File: config.mk
export PLATFORM = sky130hd
export DESIGN_NAME = ptw_sv39_top
export DESIGN_NICKNAME = d
export VERILOG_FILES = /design/src/rtl/ptw_pkg.sv /design/src/rtl/ptw_walk_ctx.sv /design/src/rtl/ptw_pte_check.sv /design/src/rtl/ptw_walk_fsm.sv /design/src/rtl/ptw_sv39_top.sv
export SDC_FILE = /design/constraint.sdc
export NUM_CORES = 1
export LEC_CHECK = 0
export CAP_MARGIN = 20
export CORE_AREA = 2 2 141 143
export CTS_BUF_LIST = sky130_fd_sc_hd__clkbuf_16
export DETAILED_ROUTE_END_ITERATION = 6
export DIE_AREA = 0 0 143 145
export DONT_BUFFER_PORTS = 1
export SYNTH_ARGS = -nofsm -noshare
export SYNTH_HDL_FRONTEND = slang
export SYNTH_SLANG_ARGS = --single-unit
File: constraint.sdc
create_clock -name clk_i -period 5.6 [get_ports clk_i]
set_input_delay 0.56 -clock clk_i [delete_from_list [all_inputs] [get_ports clk_i]]
set_output_delay 0.56 -clock clk_i [all_outputs]
set_load 0.005 [all_outputs]
File: src/rtl/ptw_pkg.sv
/*
 * Shared widths, types and cause codes for the Sv39 page table walker.
 * Imported by wildcard in every RTL and testbench module that uses it.
 */
package ptw_pkg;

    // Address and tag widths
    localparam int PPN_W     = 44;
    localparam int PA_W      = 56;
    localparam int VA_W      = 39;
    localparam int VPN_W     = 27;
    localparam int VPN_SEG_W = 9;
    localparam int PSCID_W   = 20;
    localparam int CAUSE_W   = 12;

    // Fault causes reported on cause_o
    localparam logic [CAUSE_W-1:0] CAUSE_LOAD_PF    = 12'd13;
    localparam logic [CAUSE_W-1:0] CAUSE_STORE_PF   = 12'd15;
    localparam logic [CAUSE_W-1:0] CAUSE_PT_CORRUPT = 12'd274;

    typedef logic [PPN_W-1:0]   ppn_t;
    typedef logic [PA_W-1:0]    paddr_t;
    typedef logic [VA_W-1:0]    iova_t;
    typedef logic [VPN_W-1:0]   vpn_t;
    typedef logic [PSCID_W-1:0] pscid_t;
    typedef logic [CAUSE_W-1:0] cause_t;

    // Sv39 PTE, MSB first
    typedef struct packed {
        logic [9:0] reserved;
        ppn_t       ppn;
        logic [1:0] rsw;
        logic       d;
        logic       a;
        logic       g;
        logic       u;
        logic       x;
        logic       w;
        logic       r;
        logic       v;
    } pte_t;

    // LVL1 is the root table, 1G granule
    typedef enum logic [1:0] {
        LVL1,
        LVL2,
        LVL3
    } ptw_lvl_t;

    typedef enum logic [1:0] {
        IDLE,
        MEM_ACCESS,
        PROC_PTE,
        ERROR
    } ptw_state_t;

    // Reduced read channel, request side
    typedef struct packed {
        logic   ar_valid;
        paddr_t ar_addr;
        logic   r_ready;
    } mem_rd_req_t;

    // Reduced read channel, response side
    typedef struct packed {
        logic ar_ready;
        logic r_valid;
        pte_t r_data;
        logic r_err;
    } mem_rd_rsp_t;

    typedef struct packed {
        logic leaf;
        logic page_fault;
        logic corrupt;
    } pte_verdict_t;

    typedef struct packed {
        vpn_t   vpn;
        pscid_t pscid;
        logic   is_1g;
        logic   is_2m;
        pte_t   content;
    } iotlb_update_t;

endpackage

File: src/rtl/ptw_walk_ctx.sv
/*
 * Walk context: captures the request on start and tracks the global bit.
 * Also assembles the IOTLB update payload from the current leaf PTE.
 */
`timescale 1ns/1ps

module ptw_walk_ctx
    import ptw_pkg::*;
(
    input  logic          clk_i,
    input  logic          rst_ni,
    input  logic          start_i,
    input  logic          pte_taken_i,
    input  iova_t         iova_i,
    input  pscid_t        pscid_i,
    input  logic          is_store_i,
    input  ppn_t          satp_ppn_i,
    input  pte_t          pte_i,
    input  ptw_lvl_t      lvl_i,
    output iova_t         iova_o,
    output logic          is_store_o,
    output ppn_t          root_ppn_o,
    output iotlb_update_t iotlb_up_o
);

    iova_t  iova_q;
    pscid_t pscid_q;
    logic   is_store_q;
    ppn_t   root_ppn_q;
    logic   global_q;

    // Request fields, held for the whole walk
    always_ff @(posedge clk_i) begin
        if (start_i) begin
            iova_q     <= iova_i;
            pscid_q    <= pscid_i;
            is_store_q <= is_store_i;
            root_ppn_q <= satp_ppn_i;
        end
    end

    // Sticky OR of the g bits seen on this walk
    always_ff @(posedge clk_i or negedge rst_ni) begin
        if (!rst_ni) begin
            global_q <= 1'b0;
        end else if (start_i) begin
            global_q <= 1'b0;
        end else if (pte_taken_i) begin
            global_q <= global_q | pte_i.g;
        end
    end

    assign iova_o     = iova_q;
    assign is_store_o = is_store_q;
    assign root_ppn_o = root_ppn_q;

    always_comb begin
        iotlb_up_o.vpn       = iova_q[VA_W-1 -: VPN_W];
        iotlb_up_o.pscid     = pscid_q;
        // Leaf level gives the page size
        iotlb_up_o.is_1g     = (lvl_i == LVL1);
        iotlb_up_o.is_2m     = (lvl_i == LVL2);
        iotlb_up_o.content   = pte_i;
        // Leaf g joins the bits from the upper levels
        iotlb_up_o.content.g = global_q | pte_i.g;
    end

endmodule

File: src/rtl/ptw_pte_check.sv
/*
 * Combinational legality checks on the PTE returned by memory.
 * Gives leaf detection, page fault and response corruption to the walk FSM.
 */
`timescale 1ns/1ps

module ptw_pte_check
    import ptw_pkg::*;
(
    input  pte_t         pte_i,
    input  ptw_lvl_t     lvl_i,
    input  logic         is_store_i,
    input  logic         r_err_i,
    output pte_verdict_t verdict_o
);

    logic is_leaf;
    logic bad_encoding;
    logic bad_reserved;
    logic bad_align;
    logic bad_leaf_perm;
    logic bad_non_leaf;
    logic any_fault;

    // Readable or executable means this PTE ends the walk
    assign is_leaf = pte_i.r | pte_i.x;

    // Not valid, or the reserved w-without-r encoding
    assign bad_encoding = !pte_i.v || (pte_i.w && !pte_i.r);

    // Bits 63:54 must stay zero
    assign bad_reserved = |pte_i.reserved;

    // Superpage leaf needs the low PPN segments cleared
    always_comb begin
        bad_align = 1'b0;
        if (lvl_i == LVL1) begin
            bad_align = |pte_i.ppn[2*VPN_SEG_W-1:0];
        end else if (lvl_i == LVL2) begin
            bad_align = |pte_i.ppn[VPN_SEG_W-1:0];
        end
    end

    // A and R required, D also for stores
    assign bad_leaf_perm = !pte_i.a || !pte_i.r || (is_store_i && !pte_i.d);

    // d, a, u are reserved on pointers, and there is no level below LVL3
    assign bad_non_leaf = pte_i.a || pte_i.d || pte_i.u || (lvl_i == LVL3);

    always_comb begin
        any_fault = bad_encoding || bad_reserved;
        if (is_leaf) begin
            any_fault = any_fault || bad_align || bad_leaf_perm;
        end else begin
            any_fault = any_fault || bad_non_leaf;
        end
    end

    // A bus error wins over anything the data seems to say
    assign verdict_o.leaf       = is_leaf;
    assign verdict_o.corrupt    = r_err_i;
    assign verdict_o.page_fault = any_fault && !r_err_i;

endmodule

File: src/rtl/ptw_walk_fsm.sv
/*
 * Walk FSM for the Sv39 walker: issues one PTE read per level.
 * Ends with an IOTLB update pulse or an error pulse carrying the cause.
 */
`timescale 1ns/1ps

module ptw_walk_fsm
    import ptw_pkg::*;
(
    input  logic         clk_i,
    input  logic         rst_ni,
    input  logic         init_ptw_i,
    input  mem_rd_rsp_t  mem_rsp_i,
    input  pte_verdict_t verdict_i,
    input  iova_t        iova_i,
    input  logic         is_store_i,
    input  ppn_t         root_ppn_i,
    input  ppn_t         satp_ppn_i,
    input  pte_t         pte_i,
    output mem_rd_req_t  mem_req_o,
    output ptw_lvl_t     lvl_o,
    output logic         start_o,
    output logic         pte_taken_o,
    output logic         ptw_active_o,
    output logic         update_o,
    output logic         ptw_error_o,
    output cause_t       cause_o
);

    ptw_state_t state_q, state_n;
    ptw_lvl_t   lvl_q, lvl_n;
    ppn_t       ptr_ppn_q, ptr_ppn_n;
    cause_t     cause_q, cause_n;
    ppn_t       base_ppn;
    logic [VPN_SEG_W-1:0] vpn_seg;
    logic       r_hsk;

    // Root table for the first read, last pointer PTE after that
    assign base_ppn = (lvl_q == LVL1) ? root_ppn_i : ptr_ppn_q;

    // VPN segment that indexes the table of the current level
    always_comb begin
        case (lvl_q)
            LVL1:    vpn_seg = iova_i[VA_W-1 -: VPN_SEG_W];
            LVL2:    vpn_seg = iova_i[VA_W-1-VPN_SEG_W -: VPN_SEG_W];
            default: vpn_seg = iova_i[VA_W-1-2*VPN_SEG_W -: VPN_SEG_W];
        endcase
    end

    assign r_hsk = (state_q == PROC_PTE) && mem_rsp_i.r_valid;

    // Read channel with the address held by the registers until ar_ready
    assign mem_req_o.ar_valid = (state_q == MEM_ACCESS);
    assign mem_req_o.ar_addr  = {base_ppn, vpn_seg, 3'b000};
    assign mem_req_o.r_ready  = r_hsk;

    assign start_o      = (state_q == IDLE) && init_ptw_i;
    assign pte_taken_o  = r_hsk;
    assign ptw_active_o = (state_q != IDLE);
    assign lvl_o        = lvl_q;

    // Legal leaf updates the IOTLB in the handshake cycle
    assign update_o = r_hsk && verdict_i.leaf && !verdict_i.page_fault && !verdict_i.corrupt;

    assign ptw_error_o = (state_q == ERROR);
    assign cause_o     = ptw_error_o ? cause_q : '0;

    always_comb begin
        state_n   = state_q;
        lvl_n     = lvl_q;
        ptr_ppn_n = ptr_ppn_q;
        cause_n   = cause_q;
        case (state_q)
            IDLE: begin
                if (init_ptw_i) begin
                    state_n = MEM_ACCESS;
                    lvl_n   = LVL1;
                end
            end
            MEM_ACCESS: begin
                if (mem_rsp_i.ar_ready) begin
                    state_n = PROC_PTE;
                end
            end
            PROC_PTE: begin
                if (r_hsk) begin
                    if (verdict_i.corrupt) begin
                        cause_n = CAUSE_PT_CORRUPT;
                        state_n = ERROR;
                    end else if (verdict_i.page_fault) begin
                        cause_n = is_store_i ? CAUSE_STORE_PF : CAUSE_LOAD_PF;
                        state_n = ERROR;
                    end else if (verdict_i.leaf) begin
                        state_n = IDLE;
                    end else begin
                        // Pointer to the next table, one level down
                        state_n   = MEM_ACCESS;
                        ptr_ppn_n = pte_i.ppn;
                        lvl_n     = (lvl_q == LVL1) ? LVL2 : LVL3;
                    end
                end
            end
            default: begin
                // Error pulse lasts one cycle
                state_n = IDLE;
            end
        endcase
    end

    always_ff @(posedge clk_i or negedge rst_ni) begin
        if (!rst_ni) begin
            state_q <= IDLE;
            lvl_q   <= LVL1;
        end else begin
            state_q <= state_n;
            lvl_q   <= lvl_n;
        end
    end

    // Next table pointer and latched fault cause
    always_ff @(posedge clk_i) begin
        ptr_ppn_q <= ptr_ppn_n;
        cause_q   <= cause_n;
    end

endmodule

File: src/rtl/ptw_sv39_top.sv
/*
 * Top level of the Sv39 page table walker for the IOMMU.
 * Connects the walk context, the PTE checker and the walk FSM.
 */
`timescale 1ns/1ps

module ptw_sv39_top
    import ptw_pkg::*;
(
    input  logic          clk_i,
    input  logic          rst_ni,
    input  logic          init_ptw_i,
    input  iova_t         iova_i,
    input  pscid_t        pscid_i,
    input  logic          is_store_i,
    input  ppn_t          satp_ppn_i,
    input  mem_rd_rsp_t   mem_rsp_i,
    output mem_rd_req_t   mem_req_o,
    output logic          ptw_active_o,
    output logic          update_o,
    output iotlb_update_t iotlb_up_o,
    output logic          ptw_error_o,
    output cause_t        cause_o
);

    logic         start;
    logic         pte_taken;
    ptw_lvl_t     lvl;
    pte_verdict_t verdict;
    iova_t        walk_iova;
    logic         walk_is_store;
    ppn_t         root_ppn;

    ptw_walk_ctx u_ctx (
        .clk_i       (clk_i),
        .rst_ni      (rst_ni),
        .start_i     (start),
        .pte_taken_i (pte_taken),
        .iova_i      (iova_i),
        .pscid_i     (pscid_i),
        .is_store_i  (is_store_i),
        .satp_ppn_i  (satp_ppn_i),
        .pte_i       (mem_rsp_i.r_data),
        .lvl_i       (lvl),
        .iova_o      (walk_iova),
        .is_store_o  (walk_is_store),
        .root_ppn_o  (root_ppn),
        .iotlb_up_o  (iotlb_up_o)
    );

    // Checks the PTE as it arrives on the r channel
    ptw_pte_check u_check (
        .pte_i      (mem_rsp_i.r_data),
        .lvl_i      (lvl),
        .is_store_i (walk_is_store),
        .r_err_i    (mem_rsp_i.r_err),
        .verdict_o  (verdict)
    );

    ptw_walk_fsm u_fsm (
        .clk_i        (clk_i),
        .rst_ni       (rst_ni),
        .init_ptw_i   (init_ptw_i),
        .mem_rsp_i    (mem_rsp_i),
        .verdict_i    (verdict),
        .iova_i       (walk_iova),
        .is_store_i   (walk_is_store),
        .root_ppn_i   (root_ppn),
        .satp_ppn_i   (satp_ppn_i),
        .pte_i        (mem_rsp_i.r_data),
        .mem_req_o    (mem_req_o),
        .lvl_o        (lvl),
        .start_o      (start),
        .pte_taken_o  (pte_taken),
        .ptw_active_o (ptw_active_o),
        .update_o     (update_o),
        .ptw_error_o  (ptw_error_o),
        .cause_o      (cause_o)
    );

endmodule

* Word level (Yosys, flattened, before mapping)
Index checks and enable logic that the tools add are counted.
** Cells by class
- Reduce and logical (&&, ||, !) cells :: 37
- Multiplexer cells :: 24
- Equal/unequal tests :: 11
- Bitwise gates (word level) :: 5
** Operators by type and width (count)
- $mux 44 :: 1
- $mux 12 :: 2
- $mux 2 :: 12
- $pmux 9 s2 :: 1
- $reduce_or 18->1 :: 1
- $logic_or 1x1->1 :: 10
- $ne 2x2->1 const B :: 5
- $reduce_or 10->1 :: 1
- $reduce_or 9->1 :: 1
- $logic_and 1x1->1 :: 8
- $reduce_bool 2->1 :: 4
- $eq 2x2->1 const B :: 3
- $logic_not 1->1 :: 6
- $mux 1 :: 6
- $pmux 2 s3 :: 1
- $reduce_and 3->1 :: 2
- $reduce_and 6->1 :: 1
- $reduce_and 5->1 :: 1
- $eq 2x1->1 const B :: 2
- $logic_not 2->1 :: 2
- $pmux 2 s2 :: 1
- $not 1->1 :: 3
- $ne 2x1->1 const B :: 1
- $or 1x1->1 :: 2
** Word-level totals
- Output and inout port bits :: 186
- Flip-flop bits (word level) :: 165
- Bits of input ports :: 174
- Word-level logic and storage cells :: 86

* Depth between registers and ports, before layout
- Depth in word-level cells :: 12
- Gate-level depth with buffers :: 6
- Depth with buffers taken out :: 5

* By module
A second synthesis with hierarchy kept.
** Unflattened totals
- Cells, all modules :: 399
- Area, all modules :: 6681.4 µm²
** By module, submodules not included
- ptw_walk_ctx :: area an instance 3848.7 µm², times used 1, cells each 200, sequential area each 3148.0 µm²
- ptw_walk_fsm :: area an instance 2666.3 µm², times used 1, cells each 172, sequential area each 1511.4 µm²
- ptw_pte_check :: area an instance 166.4 µm², times used 1, cells each 27, sequential area each 0.0 µm²

* Least setup slack after synthesis
OpenSTA, ideal clock, no wires.
- Path kind :: input -> register
- From :: input mem_rsp_i[62] in the netlist's numbering
- To :: register u_fsm.ptr_ppn_q[0] (enable)
- Stages on the path :: 3
- Library setup time :: 0.555 ns
- Data arrival time :: 5.365 ns
- Required time :: 5.045 ns
- Path slack :: -0.321 ns
- Path buffers :: 0
- Path through :: nor4_1 o2111ai_2 nor4_1
** Between the ends
- Longest elaborated chain between the ends :: 8
- Elaborated cells between the ends (all ways) :: 9
- Those cells by class :: mux: 1; bitwise: 1; reduce/logical: 7
** Ends and longest elaborated chain
- from (decl) :: line ptw_sv39_top.sv:17 : input mem_rd_rsp_t mem_rsp_i,
- $reduce_or 10->1 * :: line ptw_pte_check.sv:32 : assign bad_reserved = |pte_i.reserved;
- $logic_or 1x1->1 * :: line ptw_pte_check.sv:51 : any_fault = bad_encoding || bad_reserved;
- $logic_or 1x1->1 (2 in series) :: line ptw_pte_check.sv:53 : any_fault = any_fault || bad_align || bad_leaf_perm;
- $mux 1 * :: line ptw_pte_check.sv:52 : if (is_leaf) begin
- $logic_and 1x1->1 * :: line ptw_pte_check.sv:62 : assign verdict_o.page_fault = any_fault && !r_err_i;
- $not 1->1 (no source line) *
- $reduce_and 5->1 (no source line) *
- to (signal assigned) :: line ptw_walk_fsm.sv:122 : ptr_ppn_q <= ptr_ppn_n;
- to (decl) :: line ptw_walk_fsm.sv:32 : ppn_t ptr_ppn_q, ptr_ppn_n;
Every way passes the cells marked *; elsewhere a longest branch is shown, timed or not.
A chain may end at the register's enable or synchronous reset.

==> key figures <==
Timing
  – Final worst slack: 2500 ps
  – Fin Hold WS: 244 ps
  – Fin. max-slew vios: 0
  – FMAX: 323 MHz
  – Crit path time final: 3100 ps
  – Max-slew headroom: 36.0%
  – Final TNS setup: 0 ps
  – Fin. Hold Viols: 0
  – Worst-Margin Slew: 958 ps
  – Endpoints failing setup: 0
  – RSZ-0062 raised after global routing: false
  – Clock Skews: 7.28 ps
  – Part of the cycle the worst path needs: 55.3%

Route
  – Post-Route WL: 13300 um
  – Drt via density: 4.62
  – Drt first pass iters: 6
  – Vias: 2704
  – Routed wire per std cell: 22.7 um
  – DRC viols: 0
  – DRT iter0 DRCs: 145
  – Antenna violation net count after detailed routing: 0

Clock tree
  – H-tree depth: 4
  – Resized cells post-CTS: 0
  – CTS tree: built
  – Root Driver: clkbuf_16
  – CTS clk-pin slew, worst paths: 60 ps
  – Clock latency on the worst-skew pair: 400 ps
  – CTS Sinks: 144
  – Num CTS Buffers: 17
  – Maximum root-to-sink buffer count: 2

Yosys
  – Compound-Gate Fraction of Synth Area: 2.96%
  – Yosys Warn Count: 0
  – FF+latch count, synth: 144
  – Seq/Total Area, Yosys: 72.1%
  – Multiplexer area fraction after synthesis: 9.82%
  – Xor/xnor cell area share of the yosys netlist: 0%
  – Biggest area consumer among synthesized cells: edfxtp_1
  – Post-Synth Simple-Gate Area: 4.28%
  – Avg Inst Size Synth: 16.5 um2
  – Synth top area share: 70.0%
  – Netlist cell types: 39
  – Main combinational cell family by area after synthesis: buffers and inverters
  – Syn Inst Count: 362
  – Synth Area in Adders: 0%
  – Synth async-reset ratio: 3.47%
  – Synthesized area: 5960 um2
  – Top_reg_cell synth: edfxtp_1
  – Largest cells by area after synthesis: edfxtp_1, buf_4, mux2_2
  – EDFF count, synth: 139

GRT
  – Overflow after GRT: 0
  – Global route hottest layer: met2
  – Tot GR Track Use: 12.5%
  – Met2 Resource Use GR: 21.4%
  – Vias in the first global route: 2990
  – Grt met3 use: 8.09%
  – First-pass GRT wire length: 18400 um
  – Met1 capacity usage during global routing: 11.9%
  – Initial antenna violation count: 1
  – Largest net degree at the start of global routing: 63

Power
  – Leak: 0.00209 uW
  – IR Drop Worst-Case VDD: 0.000164 V
  – Power density over the cells: 484 nW/um2

Cells and area
  – FILL cells: 1833
  – Most common cell after layout, fill and taps aside: edfxtp_1
  – Synth-to-layout area growth: 7.49%
  – Finished Cell Area: 6410 um2
  – Diode count: 0
  – Commonest non-fill, non-tap cells in the layout: edfxtp_1, mux2_2, clkbuf_16
  – Share of layout cells above drive strength 1: 27.5%
  – Fin nets: 483
  – Final Core Density: 33.4%

Die
  – Core Area: 19200 um2
  – Die area: 20700 um2
  – Die W: 143 um
  – Die height: 145 um
  – Ports: 360
  – Starting Density: 31.0%
  – Rows: 51

Critical path
  – Flop2flop setup slack: 2830 ps
  – Worst setup endpoint: mem_req_o[31]
  – R2R Path End: u_ctx.pscid_q[7]$_DFFE_PP_
  – Crit Path Category: reg2out
  – Max Fanout on Critical Path: 39
  – Critical Path Start: u_fsm.lvl_o[1]$_DFFE_PN0P_
  – R2R cell count: 3
  – Worst path required time: 5040 ps
  – Setup crit start kind: register
  – Crit. End Element: primary output
  – RR Startpoint: u_fsm.state_q[1]$_DFFE_PN0P_
  – Arrival time at the worst endpoint: 2540 ps

Hold path
  – HP Class: in2reg

Placed design
  – I/O Buffers: 0
  – Placer congestion estimate: 0.776
  – Pre-CTS WS: 2710 ps
  – Post-DP HPWL: 9940 um
  – Post-DP Area: 5780 um2

Run status
  – Outcome: finished, final reports clean

Job
  – Max-capacitance violation count: 0
==> cell usage after synthesis, types with 3 or more instances <==
cell        n
mux2_2     44
clkbuf_1    4
nand2_1    14
nor4_1      4
o21ai_0    10
and3_1      3
nor3_1      3
inv_1       6
dfrtp_1     5
buf_2       5
nor2b_1     4
nor2_1      7
buf_4      76
edfxtp_1  139
mux2i_1     9
==> worst max-delay path: stages (launching register included) <==
cell and delay (ps):
dfrtp_1 700, nor2_4 450, buf_4 500, mux2_2 440
==> timing repair <==
action                                 4_1_cts  5_1_grt
hold buffers                                 1        0
endpoints found under the hold margin        5        0
buffers inserted                             0        0
==> state kept, by name (all words and copies together) (netlist names) <==
name              count
u_ctx.global_q        1
u_ctx.iova_o         27
u_ctx.is_store_o      1
u_ctx.pscid_q        20
u_ctx.root_ppn_o     44
u_fsm.cause_q         3
u_fsm.lvl_o           2
u_fsm.ptr_ppn_q      44
u_fsm.state_q         2
==> metrics by stage <==
step / total power, uW / std cells
global route: 3240 / 585
detailed placement: 1950 / 554
finish: 3100 / 585
global placement: 1940 / 554
CTS: 3160 / 585
floorplan: 1870 / 370
==> kinds of logic (layout without fill, tap and decap cells) <==
logic type	count (synthesis)	in the layout
DFF	144	144
buffers and inverters	93	43
muxes	53	53
and+or+nand+nor	48	48
AOI/OAI and AO/OA	23	23
other	1	9
==> per-layer routing <==
layer  vias to the layer above  wire, um
met2                       230      6700
met3                        14      1830
li1                       1142         -
met1                      1316      4580
met5                         -        11
met4                         2       187
==> worst min-delay path by stage <==
stage,endpoint,slack [ps],startpoint,depth (start not counted)
after floorplan,u_ctx.global_q$_DFFE_PN0P_,260,rst_ni,0
final,u_ctx.pscid_q[1]$_DFFE_PP_,240,pscid_i[1],0
after global placement,u_ctx.global_q$_DFFE_PN0P_,260,rst_ni,0
after detailed placement,u_ctx.global_q$_DFFE_PN0P_,260,rst_ni,0
after global routing,u_ctx.root_ppn_o[6]$_DFFE_PP_,210,satp_ppn_i[6],0
after CTS,u_ctx.pscid_q[17]$_DFFE_PP_,220,pscid_i[17],0
==> area by class of cell <==
type	count	area, um2	share of cell area [%]
clock buffer	17	425	6.64
inverter	7	26.3	0.410
clock inverter	13	196	3.07
tap	265	332	5.17
multi-input combinational	133	1080	16.9
timing repair buffer	6	47.5	0.742
sequential	144	4300	67.1
==> where the power goes <==
group | internal [uW] | switching [uW] | total (uW)
logic | 173 | 279 | 452
clock network | 780 | 412 | 1190
registers | 1380 | 77.8 | 1460
Note: power is estimated with default switching activity, not from simulation.
